**config.mk**
```make
export PLATFORM = sky130hd
export DESIGN_NAME = wb_thresholds
export DESIGN_NICKNAME = d
export VERILOG_FILES = /design/src/design/wbt_bus_pkg.sv /design/src/design/wbt_thresh_pkg.sv /design/src/design/wb_reg_decode.sv /design/src/design/threshold_bank.sv /design/src/design/scaler_timer.sv /design/src/design/wb_thresholds.sv
export VERILOG_INCLUDE_DIRS = /design/src /design/src/design
export SDC_FILE = /design/constraint.sdc
export NUM_CORES = 1
export LEC_CHECK = 0
export BUFFER_PORTS_ARGS = -buffer_cell sky130_fd_sc_hd__buf_2
export CAP_MARGIN = 20
export CORE_MARGIN = 5
export CORE_UTILIZATION = 30
export DETAILED_ROUTE_END_ITERATION = 10
export SLEW_MARGIN = 20
export SYNTH_ARGS = -nofsm -noshare
export SYNTH_HDL_FRONTEND = slang
export SYNTH_SLANG_ARGS = --single-unit
```
**constraint.sdc**
```tcl
create_clock -name wb_clk -period 4.35 [get_ports wb_clk]
set_clock_uncertainty 0.05 [all_clocks]
set_input_delay 0.435 -clock wb_clk [delete_from_list [all_inputs] [get_ports wb_clk]]
set_output_delay 0.435 -clock wb_clk [all_outputs]
set_load 0.01 [all_outputs]
```
**src/design/wbt_cfg.svh**
```systemverilog
`ifndef WBT_CFG_SVH
`define WBT_CFG_SVH

// Wishbone bus widths.
`define WBT_ADR_W 12
`define WBT_DAT_W 32

// Threshold storage.
`define WBT_THRESH_W 18
`define WBT_NUM_ENTRIES 4
`define WBT_IDX_W 2

// Scaler period loaded at reset, in wb_clk cycles.
`define WBT_DEFAULT_PERIOD 100

`endif

```
**src/design/wbt_bus_pkg.sv**
```systemverilog
`include "wbt_cfg.svh"

package wbt_bus_pkg;

    // Decoded register targets.
    typedef enum logic [2:0] {
        sel_thresh,
        sel_ctrl,
        sel_status,
        sel_period,
        sel_none
    } reg_sel_e;

    // Address layout.
    localparam int ADR_REGION_BIT = 11;  // Clear for thresholds, set for control.
    localparam int ADR_BANK_BIT = 10;
    localparam int ADR_IDX_LSB = 2;
    localparam logic [`WBT_ADR_W-1:0] THRESH_ADR_MASK = 12'h40C;
    localparam logic [`WBT_ADR_W-1:0] CTRL_ADR_MASK = 12'h80C;

    // Word offsets in the control region.
    localparam logic [1:0] OFS_CTRL = 2'd0;
    localparam logic [1:0] OFS_STATUS = 2'd1;
    localparam logic [1:0] OFS_PERIOD = 2'd2;

    // Control write bits.
    localparam int CTRL_LOAD_BANK = 0;
    localparam int CTRL_LOAD = 1;
    localparam int CTRL_RESTART = 2;

endpackage

```
**src/design/wbt_thresh_pkg.sv**
```systemverilog
`include "wbt_cfg.svh"

package wbt_thresh_pkg;

    typedef logic [`WBT_THRESH_W-1:0] thresh_t;

    // Load sequencer states.
    typedef enum logic [1:0] {
        ld_idle,
        ld_stream,
        ld_update
    } load_state_e;

endpackage

```
**src/design/wb_reg_decode.sv**
```systemverilog
`timescale 1ns/1ps
`include "wbt_cfg.svh"

module wb_reg_decode (
    input  logic                     wb_clk,
    input  logic                     rst_n_i,
    input  logic                     wb_cyc_i,
    input  logic                     wb_stb_i,
    input  logic                     wb_we_i,
    input  logic [`WBT_ADR_W-1:0]    wb_adr_i,
    input  logic [`WBT_DAT_W-1:0]    wb_dat_i,
    output logic                     wb_ack_o,
    output logic [`WBT_DAT_W-1:0]    wb_dat_o,
    output logic                     thr_we_o,
    output logic                     thr_bank_o,
    output logic [`WBT_IDX_W-1:0]    thr_idx_o,
    output wbt_thresh_pkg::thresh_t  thr_wdata_o,
    input  wbt_thresh_pkg::thresh_t  rd_thresh_i,
    output logic                     load_req_o,
    output logic                     load_bank_o,
    input  logic                     busy_i,
    input  logic                     refused_i,
    output logic                     status_rd_o,
    output logic                     period_we_o,
    output logic [`WBT_DAT_W-1:0]    period_wdata_o,
    output logic                     restart_o,
    input  logic [`WBT_DAT_W-1:0]    period_i
);
    import wbt_bus_pkg::*;

    reg_sel_e sel;
    logic     req;
    logic     wr;
    logic     rd;
    logic     ctrl_wr;

    // A new request is one not yet acknowledged.
    assign req = wb_cyc_i && wb_stb_i && !wb_ack_o;
    assign wr = req && wb_we_i;
    assign rd = req && !wb_we_i;
    assign ctrl_wr = wr && (sel == sel_ctrl);

    always_comb begin
        sel = sel_none;
        if (!wb_adr_i[ADR_REGION_BIT]) begin
            if ((wb_adr_i & ~THRESH_ADR_MASK) == '0)
                sel = sel_thresh;
        end else if ((wb_adr_i & ~CTRL_ADR_MASK) == '0) begin
            case (wb_adr_i[ADR_IDX_LSB +: 2])
                OFS_CTRL:   sel = sel_ctrl;
                OFS_STATUS: sel = sel_status;
                OFS_PERIOD: sel = sel_period;
                default:    sel = sel_none;
            endcase
        end
    end

    // Threshold writes land on the edge that raises ack.
    assign thr_we_o = wr && (sel == sel_thresh);
    assign thr_bank_o = wb_adr_i[ADR_BANK_BIT];
    assign thr_idx_o = wb_adr_i[ADR_IDX_LSB +: `WBT_IDX_W];
    assign thr_wdata_o = wb_dat_i[`WBT_THRESH_W-1:0];
    assign status_rd_o = rd && (sel == sel_status);  // Clears the sticky refusal.

    always_ff @(posedge wb_clk) begin
        if (!rst_n_i) begin
            wb_ack_o <= 1'b0;
            load_req_o <= 1'b0;
            load_bank_o <= 1'b0;
            restart_o <= 1'b0;
            period_we_o <= 1'b0;
        end else begin
            wb_ack_o <= req;
            load_req_o <= ctrl_wr && wb_dat_i[CTRL_LOAD];  // High with ack.
            restart_o <= ctrl_wr && wb_dat_i[CTRL_RESTART];
            period_we_o <= wr && (sel == sel_period);
            if (ctrl_wr)
                load_bank_o <= wb_dat_i[CTRL_LOAD_BANK];
        end
    end

    always_ff @(posedge wb_clk) begin
        if (wr && (sel == sel_period))
            period_wdata_o <= wb_dat_i;
        if (rd) begin
            case (sel)
                sel_thresh: wb_dat_o <= {{(`WBT_DAT_W-`WBT_THRESH_W){1'b0}}, rd_thresh_i};
                sel_ctrl:   wb_dat_o <= {{(`WBT_DAT_W-1){1'b0}}, load_bank_o};
                sel_status: wb_dat_o <= {{(`WBT_DAT_W-2){1'b0}}, refused_i, busy_i};
                sel_period: wb_dat_o <= period_i;
                default:    wb_dat_o <= '0;  // Unmapped.
            endcase
        end
    end

    a_ack_single: assert property (@(posedge wb_clk) disable iff (!rst_n_i)
        wb_ack_o |=> !wb_ack_o);

endmodule

```
**src/design/threshold_bank.sv**
```systemverilog
`timescale 1ns/1ps
`include "wbt_cfg.svh"

module threshold_bank (
    input  logic                           wb_clk,
    input  logic                           rst_n_i,
    input  logic                           thr_we_i,
    input  logic                           thr_bank_i,
    input  logic [`WBT_IDX_W-1:0]          thr_idx_i,
    input  wbt_thresh_pkg::thresh_t        thr_wdata_i,
    output wbt_thresh_pkg::thresh_t        rd_thresh_o,
    input  logic                           load_req_i,
    input  logic                           load_bank_i,
    input  logic                           scal_bank_i,
    input  logic                           status_rd_i,
    output logic                           busy_o,
    output logic                           refused_o,
    output wbt_thresh_pkg::thresh_t [1:0]  thresh_o,
    output logic [1:0]                     thresh_wr_o,
    output logic [1:0]                     thresh_update_o
);
    import wbt_thresh_pkg::*;

    localparam logic [`WBT_IDX_W-1:0] last_idx = `WBT_IDX_W'(`WBT_NUM_ENTRIES - 1);

    thresh_t                thr_mem [2][`WBT_NUM_ENTRIES];
    load_state_e            state;
    logic [`WBT_IDX_W-1:0]  cnt;
    logic [`WBT_IDX_W-1:0]  next_idx;
    logic                   ld_bank;

    always_ff @(posedge wb_clk) begin
        if (!rst_n_i) begin
            for (int b = 0; b < 2; b++)
                for (int e = 0; e < `WBT_NUM_ENTRIES; e++)
                    thr_mem[b][e] <= '0;
        end else if (thr_we_i) begin
            thr_mem[thr_bank_i][thr_idx_i] <= thr_wdata_i;
        end
    end

    assign rd_thresh_o = thr_mem[thr_bank_i][thr_idx_i];
    assign busy_o = (state != ld_idle);
    assign next_idx = cnt + 1'b1;

    always_ff @(posedge wb_clk) begin
        if (!rst_n_i) begin
            state <= ld_idle;
            cnt <= '0;
            ld_bank <= 1'b0;
            refused_o <= 1'b0;
            thresh_o <= '0;
            thresh_wr_o <= '0;
            thresh_update_o <= '0;
        end else begin
            thresh_update_o <= '0;
            if (status_rd_i)
                refused_o <= 1'b0;
            // The bank in use by the scaler cannot be reloaded.
            if (load_req_i && (busy_o || load_bank_i == scal_bank_i))
                refused_o <= 1'b1;
            case (state)
                ld_idle: begin
                    if (load_req_i && load_bank_i != scal_bank_i) begin
                        state <= ld_stream;
                        ld_bank <= load_bank_i;
                        cnt <= '0;
                        thresh_wr_o[load_bank_i] <= 1'b1;
                        thresh_o[load_bank_i] <= thr_mem[load_bank_i][0];
                    end
                end
                ld_stream: begin
                    if (cnt == last_idx) begin
                        thresh_wr_o <= '0;
                        thresh_update_o[ld_bank] <= 1'b1;  // Commit the new set.
                        state <= ld_update;
                    end else begin
                        cnt <= next_idx;
                        thresh_o[ld_bank] <= thr_mem[ld_bank][next_idx];
                    end
                end
                ld_update: state <= ld_idle;
                default:   state <= ld_idle;
            endcase
        end
    end

    a_one_lane: assert property (@(posedge wb_clk) disable iff (!rst_n_i)
        $onehot0(thresh_wr_o) && $onehot0(thresh_update_o));

endmodule

```
**src/design/scaler_timer.sv**
```systemverilog
`timescale 1ns/1ps
`include "wbt_cfg.svh"

module scaler_timer #(
    parameter int unsigned DEFAULT_COUNT = `WBT_DEFAULT_PERIOD
) (
    input  logic                   wb_clk,
    input  logic                   rst_n_i,
    input  logic                   period_we_i,
    input  logic [`WBT_DAT_W-1:0]  period_wdata_i,
    input  logic                   restart_i,
    output logic [`WBT_DAT_W-1:0]  period_o,
    output logic                   scal_timer_o,
    output logic                   scal_rst_o
);
    logic [`WBT_DAT_W-1:0] cnt;
    logic [`WBT_DAT_W-1:0] last_cnt;

    // A zero period runs as a period of one.
    assign last_cnt = (period_o == '0) ? '0 : period_o - 1'b1;

    always_ff @(posedge wb_clk) begin
        if (!rst_n_i) begin
            period_o <= `WBT_DAT_W'(DEFAULT_COUNT);
            cnt <= '0;
            scal_timer_o <= 1'b0;
            scal_rst_o <= 1'b0;
        end else if (period_we_i || restart_i) begin
            if (period_we_i)
                period_o <= period_wdata_i;
            cnt <= '0;
            scal_timer_o <= 1'b0;
            scal_rst_o <= 1'b1;  // One cycle after ack.
        end else begin
            scal_rst_o <= 1'b0;
            if (cnt >= last_cnt) begin
                cnt <= '0;
                scal_timer_o <= 1'b1;  // Wrap.
            end else begin
                cnt <= cnt + 1'b1;
                scal_timer_o <= 1'b0;
            end
        end
    end

    a_tick_not_rst: assert property (@(posedge wb_clk) disable iff (!rst_n_i)
        !(scal_timer_o && scal_rst_o));

endmodule

```
**src/design/wb_thresholds.sv**
```systemverilog
`timescale 1ns/1ps
`include "wbt_cfg.svh"

module wb_thresholds #(
    parameter int unsigned DEFAULT_COUNT = `WBT_DEFAULT_PERIOD
) (
    input  logic                           wb_clk,
    input  logic                           rst_n_i,
    input  logic                           wb_cyc_i,
    input  logic                           wb_stb_i,
    input  logic                           wb_we_i,
    input  logic [`WBT_ADR_W-1:0]          wb_adr_i,
    input  logic [`WBT_DAT_W-1:0]          wb_dat_i,
    output logic                           wb_ack_o,
    output logic [`WBT_DAT_W-1:0]          wb_dat_o,
    input  logic                           scal_bank_i,
    output logic                           scal_timer_o,
    output logic                           scal_rst_o,
    output wbt_thresh_pkg::thresh_t [1:0]  thresh_o,
    output logic [1:0]                     thresh_wr_o,
    output logic [1:0]                     thresh_update_o
);
    import wbt_thresh_pkg::*;

    logic                   thr_we;
    logic                   thr_bank;
    logic [`WBT_IDX_W-1:0]  thr_idx;
    thresh_t                thr_wdata;
    thresh_t                rd_thresh;
    logic                   load_req;
    logic                   load_bank;
    logic                   busy;
    logic                   refused;
    logic                   status_rd;
    logic                   period_we;
    logic [`WBT_DAT_W-1:0]  period_wdata;
    logic                   restart;
    logic [`WBT_DAT_W-1:0]  period;

    wb_reg_decode u_wb_reg_decode (
        .wb_clk         (wb_clk),
        .rst_n_i        (rst_n_i),
        .wb_cyc_i       (wb_cyc_i),
        .wb_stb_i       (wb_stb_i),
        .wb_we_i        (wb_we_i),
        .wb_adr_i       (wb_adr_i),
        .wb_dat_i       (wb_dat_i),
        .wb_ack_o       (wb_ack_o),
        .wb_dat_o       (wb_dat_o),
        .thr_we_o       (thr_we),
        .thr_bank_o     (thr_bank),
        .thr_idx_o      (thr_idx),
        .thr_wdata_o    (thr_wdata),
        .rd_thresh_i    (rd_thresh),
        .load_req_o     (load_req),
        .load_bank_o    (load_bank),
        .busy_i         (busy),
        .refused_i      (refused),
        .status_rd_o    (status_rd),
        .period_we_o    (period_we),
        .period_wdata_o (period_wdata),
        .restart_o      (restart),
        .period_i       (period)
    );

    threshold_bank u_threshold_bank (
        .wb_clk          (wb_clk),
        .rst_n_i         (rst_n_i),
        .thr_we_i        (thr_we),
        .thr_bank_i      (thr_bank),
        .thr_idx_i       (thr_idx),
        .thr_wdata_i     (thr_wdata),
        .rd_thresh_o     (rd_thresh),
        .load_req_i      (load_req),
        .load_bank_i     (load_bank),
        .scal_bank_i     (scal_bank_i),
        .status_rd_i     (status_rd),
        .busy_o          (busy),
        .refused_o       (refused),
        .thresh_o        (thresh_o),
        .thresh_wr_o     (thresh_wr_o),
        .thresh_update_o (thresh_update_o)
    );

    scaler_timer #(
        .DEFAULT_COUNT (DEFAULT_COUNT)
    ) u_scaler_timer (
        .wb_clk         (wb_clk),
        .rst_n_i        (rst_n_i),
        .period_we_i    (period_we),
        .period_wdata_i (period_wdata),
        .restart_i      (restart),
        .period_o       (period),
        .scal_timer_o   (scal_timer_o),
        .scal_rst_o     (scal_rst_o)
    );

endmodule

```
==> flow_summary.rst, run 1 <==
.. list-table::
   :header-rows: 1

   * - Metric
     - Value
   * - Run status
     - finished clean
   * - Area delta synth->final
     - 18.9%
   * - Number of antenna violations at the first check in global routing
     - 6
   * - Seq pwr share
     - about half
   * - Die Footprint
     - 58000 um2
   * - H-tree levels
     - 2
   * - Slew at the pin closest to its max-slew limit
     - approximately 1200 ps
   * - Total leakage power
     - 7.14 nW
   * - Slack of the worst reg-to-reg path
     - 340 ps
   * - Pin count of the biggest net entering global routing
     - 55
   * - Buffering stage count on the worst path with inverters included
     - 1
   * - Post-CTS clock slew at the launch and capture registers of the worst setup and hold paths
     - about 60 ps
   * - Synthesized area per cell
     - 12.0 um2
   * - Syn Inst Count
     - 1327
   * - Seq/Total Area, Yosys
     - 54.0%
   * - Cells traversed along the worst timing path
     - or4_1 -> or3_1 -> or4_1 -> nor3_1 -> a21oi_1 -> ha_1 -> and2_0 -> a221o_1 -> a221oi_2 -> o2111ai_2 -> buf_12 -> nor3_1
   * - Setup repair after global routing missed its margin
     - no
   * - Buffers from clock root to sink, at most
     - 3
   * - Initial cell density of the core
     - 30.3%
   * - Switching share of power
     - 21.7%
   * - Top-level port count
     - about 130
   * - Critical setup path kind
     - flip-flop to flip-flop
   * - Estimated wirelength of the detail-placed design
     - 34.0 mm
   * - Launching point of the worst reg2reg path
     - u_scaler_timer.period_o[13]
   * - Utilization after layout
     - 36.1%
   * - Maximum Capacitance Violations
     - 0
   * - Detailed-route DRC error count
     - 0
   * - Violation count after the first detailed-routing iteration
     - 1005
   * - Min Tclk post-route
     - 4010 ps
   * - Unique cell type count in the Yosys netlist
     - 57
   * - Combinational power share
     - 5.0%
   * - Commonest cells after routing, fill and taps aside
     - 208 x edfxtp_1, 124 x buf_2, 117 x dfxtp_1, 90 x a21oi_1, 79 x and3_1
   * - Highest achievable clock rate
     - around 250 MHz
   * - Worst Slack Setup Final
     - 335 ps
   * - Max FO, Critical Path
     - 32
   * - Critical Path AT
     - 4430 ps
   * - TritonRoute pass-1 iters
     - 5
   * - Design internal power
     - 5.42 mW
   * - Final layout net count
     - 1556
   * - Kind of end point of the critical path
     - flip-flop
   * - Highest Signal Layer
     - met5
   * - Final-layout fill cell count
     - 5082
   * - PwrDens
     - 364 nW/um2
   * - #FFs+latches synth
     - 327
   * - Launching element of the worst setup path
     - u_scaler_timer.period_o[13]
   * - Leading cell type in the layout, fill and taps excluded
     - edfxtp_1
   * - Number of logic stages on the critical path including buffering
     - 12
   * - Vertical extent of the die
     - 241 um
   * - Final hold violation count
     - 0
   * - Worst setup path endpoint
     - u_scaler_timer.cnt[2]
   * - Maximum VDD drop
     - 0.000210 V
   * - Width of the die
     - 241 um
   * - Met2 routed wirelength
     - 23.0 mm
   * - Routed wire length
     - 49.1 mm
   * - Worst reg2reg endpoint
     - u_scaler_timer.cnt[2]
   * - Global-route wire length before repair
     - between 70 and 80 mm
   * - Cell area after synthesis
     - between 15000 and 20000 um2
   * - Class of the tightest hold or removal check
     - input port to flip-flop
   * - Avg WL per Cell
     - around 22 um
   * - Ant diodes
     - 0
   * - Clock insertion delay at the later pin of the skew report
     - 550 ps
   * - Number of standard-cell rows in the floorplan
     - 84
   * - Instance count after placement with tap cells included
     - 2100
   * - Number of nets with antenna violations after detailed routing
     - 0
   * - Remaining global-route overflow
     - 0
   * - Cell depth of the worst flop-to-flop path
     - 12
   * - Post-placement worst setup slack
     - 219 ps
   * - DR WL met3
     - around 4.3 mm
   * - Top delay family on crit path
     - simple AND/OR/NAND/NOR gates
   * - Clock tree from TritonCTS
     - built
   * - Layout cells sized above 1
     - between 20 and 25%
   * - Clk Tree Root Cell
     - clkbuf_16
   * - Inserted Clock Buffers
     - 38
   * - Fraction of the cycle the final worst path needs
     - between 90% and 100%
   * - Count of warnings emitted by yosys
     - 0
   * - Post-layout power
     - 6.92 mW
   * - Placeable core region
     - 52700 um2
   * - Crit-path slowest cell
     - or4_1
   * - Buffers on Ports
     - 124
   * - Gp weighted congestion
     - about 0.86
   * - Total net switching power
     - 1.50 mW
   * - Global-route total usage across every layer
     - 16.5%
   * - Relative slew slack
     - 17.3%
   * - Detail-routed via count per cell
     - 5.35
   * - Required time reported for the critical path endpoint
     - 4770 ps
   * - Startpoint type of the worst setup path
     - flip-flop
   * - Proportion of power drawn by the clock network
     - 46.0%
   * - CP peak stage delay
     - 590 ps
   * - Number of sinks on the clock net
     - ~330
   * - Dominant register cell in the synthesized netlist
     - edfxtp_1
   * - Number of flops mapped to enable cells by yosys
     - 208
   * - Setup TNS
     - 0 ps
   * - Wire length the detailed router placed on met1
     - 20.6 mm
   * - Post-route non-filler standard cell count
     - 2182
   * - Number of setup violations in the final report
     - 0
   * - Via count of the routed design
     - 11700
   * - Number of slew-limit violations in the final report
     - 0
   * - Post-synth ARST share
     - 0%
   * - Net count of the mapped netlist
     - roughly 1400
   * - Via count of the first global-routing pass
     - about 12000
[sequential cells by signal, summed over array words and instances, names as in the netlist, 2 cells and up, named ones only]
signal and flops:
u_threshold_bank.thr_mem 144, u_threshold_bank.thresh_o 36, u_scaler_timer.cnt 32, u_scaler_timer.period_o 32
u_wb_reg_decode.period_wdata_o 32, u_wb_reg_decode.wb_dat_o 32, u_threshold_bank.cnt 2, u_threshold_bank.state 2
u_threshold_bank.thresh_update_o 2, u_threshold_bank.thresh_wr_o 2
[synthesized netlist by cell type (3+ instances only)]
cell | count | area [um2]
edfxtp_1 | 208 | 6250
dfxtp_1 | 119 | 2380
a21oi_1 | 90 | 450
and3_1 | 79 | 494
nand2_1 | 78 | 293
clkbuf_1 | 76 | 285
nor2_1 | 73 | 274
mux2i_1 | 72 | 721
mux4_2 | 72 | 1620
nor3_1 | 69 | 345
o21ai_0 | 63 | 315
and2_1 | 57 | 357
ha_1 | 41 | 513
xor2_1 | 34 | 298
nand3_1 | 28 | 140
mux2_2 | 18 | 203
nor4_1 | 18 | 113
xnor2_1 | 18 | 158
nand4_1 | 13 | 81.3
inv_1 | 12 | 45.0
buf_1 | 10 | 37.5
nand2b_1 | 9 | 56.3
or4_1 | 7 | 52.6
and4_1 | 5 | 43.8
buf_2 | 5 | 25.0
a31oi_1 | 4 | 25.0
nor2b_1 | 4 | 25.0
nand3b_1 | 3 | 22.5
nor3b_1 | 3 | 22.5
or3_1 | 3 | 18.8
[metal layers]
metal | track usage (%) | up-vias
met5 | 0 | -
met4 | 4.53 | 10
met3 | 4.11 | 82
met2 | 26.5 | 508
met1 | 22.3 | 5776
li1 | - | 5303
[how the worst min path moves through the flow]
stage	from	to	slack, ps	depth (start not counted)
2_1_floorplan	u_wb_reg_decode.restart_o	u_scaler_timer.scal_rst_o	390	2
5_1_grt	wb_dat_i[20]	u_wb_reg_decode.period_wdata_o[20]	20	1
4_1_cts	wb_dat_i[20]	u_wb_reg_decode.period_wdata_o[20]	6	1
6_report	wb_dat_i[20]	u_wb_reg_decode.period_wdata_o[20]	30	1
3_3_place_gp	u_wb_reg_decode.period_wdata_o[2]	u_scaler_timer.period_o[2]	400	2
3_5_place_dp	u_wb_reg_decode.period_wdata_o[2]	u_scaler_timer.period_o[2]	410	2
[logic make-up (layout without fill, tap and decap cells)]
logic type                 after synthesis  after routing  share of synthesized area [%]
AOI/OAI and AO/OA                      178            178                           6.05
muxes                                  162            162                           15.9
and+or+nand+nor                        462            462                           15.4
adders and majority gates               41             41                           3.21
buffers and inverters                  105            272                           2.55
xor gates and xnor gates                52             52                           2.85
DFF                                    327            327                           54.0
[cell type report]
class / instances / area (um2) / share of cell area, %
multi-input combinational: 895 / 7040 / 37.0
clock inverter: 10 / 128 / 0.672
sequential: 327 / 8630 / 45.4
timing repair buffer: 190 / 1190 / 6.24
inverter: 13 / 48.8 / 0.257
clock buffer: 59 / 1110 / 5.85
tap: 688 / 861 / 4.53
[through the flow]
step | hold WS (ps) | cell area (um2)
after floorplan | 388 | 16000
after global placement | 395 | 17600
after detailed placement | 408 | 17600
after CTS | 5.71 | 19000
after global routing | 18.0 | 19000
final | 29.4 | 19000
[what timing repair did]
| item | 4_1_cts | 5_1_grt |
|---|---|---|
| setup buffers | 0 | 0 |
| resized for setup | 0 | 2 |
| endpoints found under the hold margin | 13 | 0 |
| hold buffers | 13 | 0 |
| setup endpoints to repair | 0 | 32 |
[power groups by stage]
stage / Clock (mW) / Sequential, mW / Combinational, mW
floorplan: 0 / 3.44 / 0.179
global placement: 0 / 3.45 / 0.330
detailed placement: 0 / 3.45 / 0.334
CTS: 3.25 / 3.39 / 0.345
global route: 3.38 / 3.40 / 0.367
finish: 3.19 / 3.39 / 0.345
Power figures use the tool's default switching activity.
==> inputs of run 2 (changes only) <==
--- a/config.mk
+++ b/config.mk
@@ -11,6 +11,7 @@
 export CORE_MARGIN = 5
 export CORE_UTILIZATION = 30
 export DETAILED_ROUTE_END_ITERATION = 10
+export REMOVE_ABC_BUFFERS = 1
 export SLEW_MARGIN = 20
 export SYNTH_ARGS = -nofsm -noshare
 export SYNTH_HDL_FRONTEND = slang
==> flow_summary.rst, run 2 (same netlist as run 1, synthesis figures left out) <==
.. list-table::
   :header-rows: 1

   * - Metric
     - Value
   * - Number of nets with antenna violations after detailed routing
     - 0
   * - Startpoint type of the worst setup path
     - flip-flop
   * - Class of the tightest hold or removal check
     - input port to flip-flop
   * - Min Tclk post-route
     - roughly 4200 ps
   * - Placeable core region
     - 52700 um2
   * - Register ranked first by flip-flop count
     - u_threshold_bank.thr_mem
   * - Via count of the first global-routing pass
     - ~12000
   * - Launching point of the worst reg2reg path
     - u_scaler_timer.period_o[9]
   * - Area of all placed cells without fillers
     - 19000 um2
   * - Final hold violation count
     - 0
   * - Combinational power share
     - between 4 and 5%
   * - Required time reported for the critical path endpoint
     - 4750 ps
   * - End of the worst hold path
     - u_wb_reg_decode.period_wdata_o[20]
   * - Total leakage power
     - 7.09 nW
   * - Fraction of the cycle the final worst path needs
     - 96.1%
   * - Remaining global-route overflow
     - 0
   * - Maximum VDD drop
     - 0.000258 V
   * - Layout cells sized above 1
     - between 20% and 30%
   * - Gp weighted congestion
     - 0.888
   * - Top-level port count
     - approximately 130
   * - Startpoint of the worst hold path
     - wb_dat_i[20]
   * - Vertical extent of the die
     - 241 um
   * - Highest achievable clock rate
     - about 240 MHz
   * - Proportion of power drawn by the clock network
     - 46.4%
   * - Number of sinks on the clock net
     - about 330
   * - Number of antenna violations at the first check in global routing
     - 5
   * - Violation count after the first detailed-routing iteration
     - 1039
   * - Pin count of the biggest net entering global routing
     - 55
   * - Setup TNS
     - 0 ps
   * - Dpl cell area
     - 17600 um2
   * - Number of setup violations in the final report
     - 0
   * - Global-route wire length before repair
     - 72.1 mm
   * - Routed wire length
     - 47.9 mm
   * - Critical Path AT
     - between 4000 and 5000 ps
   * - Slack of the worst reg-to-reg path
     - approximately 170 ps
   * - Global-route total usage across every layer
     - 16.2%
   * - PwrDens
     - about 370 nW/um2
   * - Post-layout power
     - 6.95 mW
   * - Estimated wirelength of the detail-placed design
     - about 33 mm
   * - Number of slew-limit violations in the final report
     - 0
   * - Buffers on Ports
     - 124
   * - Avg WL per Cell
     - 22.0 um
   * - Slew at the pin closest to its max-slew limit
     - 1060 ps
   * - Worst reg2reg endpoint
     - u_scaler_timer.cnt[11]
   * - Leading cell type in the layout, fill and taps excluded
     - edfxtp_1
   * - Flip-flop count of the largest register, all copies and words added
     - 144
   * - Clock insertion delay at the later pin of the skew report
     - 560 ps
   * - Number of instances on the worst hold path
     - 1
   * - Cell depth of the worst flop-to-flop path
     - 12
   * - Post-CTS clock slew at the launch and capture registers of the worst setup and hold paths
     - 60 ps
   * - Ant diodes
     - 0
   * - Max FO, Critical Path
     - 32
   * - Detailed-route DRC error count
     - 0
   * - Via count of the routed design
     - ~12000
   * - Final layout net count
     - 1552
   * - Utilization after layout
     - 36.1%
   * - Kind of end point of the critical path
     - flip-flop
   * - Total net switching power
     - between 1.5 and 2 mW
   * - Die Footprint
     - 58000 um2
   * - Inserted Clock Buffers
     - 39
   * - TritonRoute pass-1 iters
     - 7
   * - Launching element of the worst setup path
     - u_scaler_timer.period_o[9]
   * - Buffers from clock root to sink, at most
     - 3
   * - Critical setup path kind
     - flip-flop to flip-flop
   * - Relative slew slack
     - around 29%
   * - Run status
     - finished clean
   * - Width of the die
     - 241 um
   * - Clock tree from TritonCTS
     - built
   * - Clk Tree Root Cell
     - clkbuf_16
   * - Maximum Capacitance Violations
     - 0
   * - Registers with the most flip-flops
     - u_threshold_bank.thr_mem (144), u_threshold_bank.thresh_o (36)
   * - Fin Hold WS
     - 32.7 ps
   * - Design internal power
     - 5.40 mW
   * - Seq pwr share
     - 48.8%
   * - Number of standard-cell rows in the floorplan
     - 84
   * - H-tree levels
     - 2
   * - Switching share of power
     - 22.2%
   * - Detail-routed via count per cell
     - 5.33
   * - Initial cell density of the core
     - 30.3%
   * - Number of buffers inserted by post-CTS setup repair
     - 0
   * - Commonest cells after routing, fill and taps aside
     - 208 x edfxtp_1, 124 x buf_2, 117 x dfxtp_1, 90 x a21oi_1, 79 x and3_1
   * - Area delta synth->final
     - 18.9%
[run 2: timing repair]
action | CTS | global route
hold endpoints to repair | 11 | 0
gates resized for setup | 0 | 7
hold buffers | 11 | 0
setup endpoints to repair | 0 | 33
[run 2: critical path, cell delays in order (launching register included)]
cell       delay [ps]
dfxtp_1           370
or4_4             590
or4_4             550
or4_1             520
nor3_1            150
a21oi_1            70
ha_1              310
and2_0            190
a221o_1           330
a221oi_2          340
o2111ai_2         200
buf_12            240
nor3_1            190
[run 2: how the worst max path moves through the flow]
| stage | to | slack (ps) | cells after the start |
|---|---|---|---|
| after detailed placement | u_scaler_timer.cnt[22] | 60 | 12 |
| after global routing | u_scaler_timer.cnt[24] | -2 | 12 |
| after floorplan | u_threshold_bank.thr_mem[0][0] | -1140 | 7 |
| after CTS | u_scaler_timer.cnt[11] | 40 | 12 |
| after global placement | u_scaler_timer.cnt[1] | 220 | 12 |
| final | u_scaler_timer.cnt[11] | 170 | 12 |
[run 2: stage by stage]
stage          setup slack, ps  std cells
2_1_floorplan            -1140       1235
3_3_place_gp               222       2097
3_5_place_dp              63.4       2097
4_1_cts                   42.0       2180
5_1_grt                  -1.62       2180
6_report                   169       2180
[run 2: area by class of cell]
class	count	area, um2
fillers	5075	33700
flip-flops and latches	327	8630
multi-input cells	895	7060
repair buffers	185	1140
clock buffers	54	1070
well taps	688	861
clock inverters	18	176
inverters	13	48.8
[run 2: metal layers]
metal	track usage, %	vias up	share of wire [%]
met3	3.44	92	7.6
met4	4.82	8	2.7
met1	21.1	5754	41
li1	-	5284	-
met5	0	-	0.088
met2	27.3	477	48
[run 2: power groups by stage]
| stage | logic, mW | registers (mW) | clock network, mW |
|---|---|---|---|
| 5_1_grt | 0.355 | 3.39 | 3.43 |
| 6_report | 0.333 | 3.39 | 3.22 |
| 2_1_floorplan | 0.156 | 3.44 | 0 |
| 3_3_place_gp | 0.319 | 3.45 | 0 |
| 4_1_cts | 0.334 | 3.39 | 3.30 |
| 3_5_place_dp | 0.327 | 3.45 | 0 |
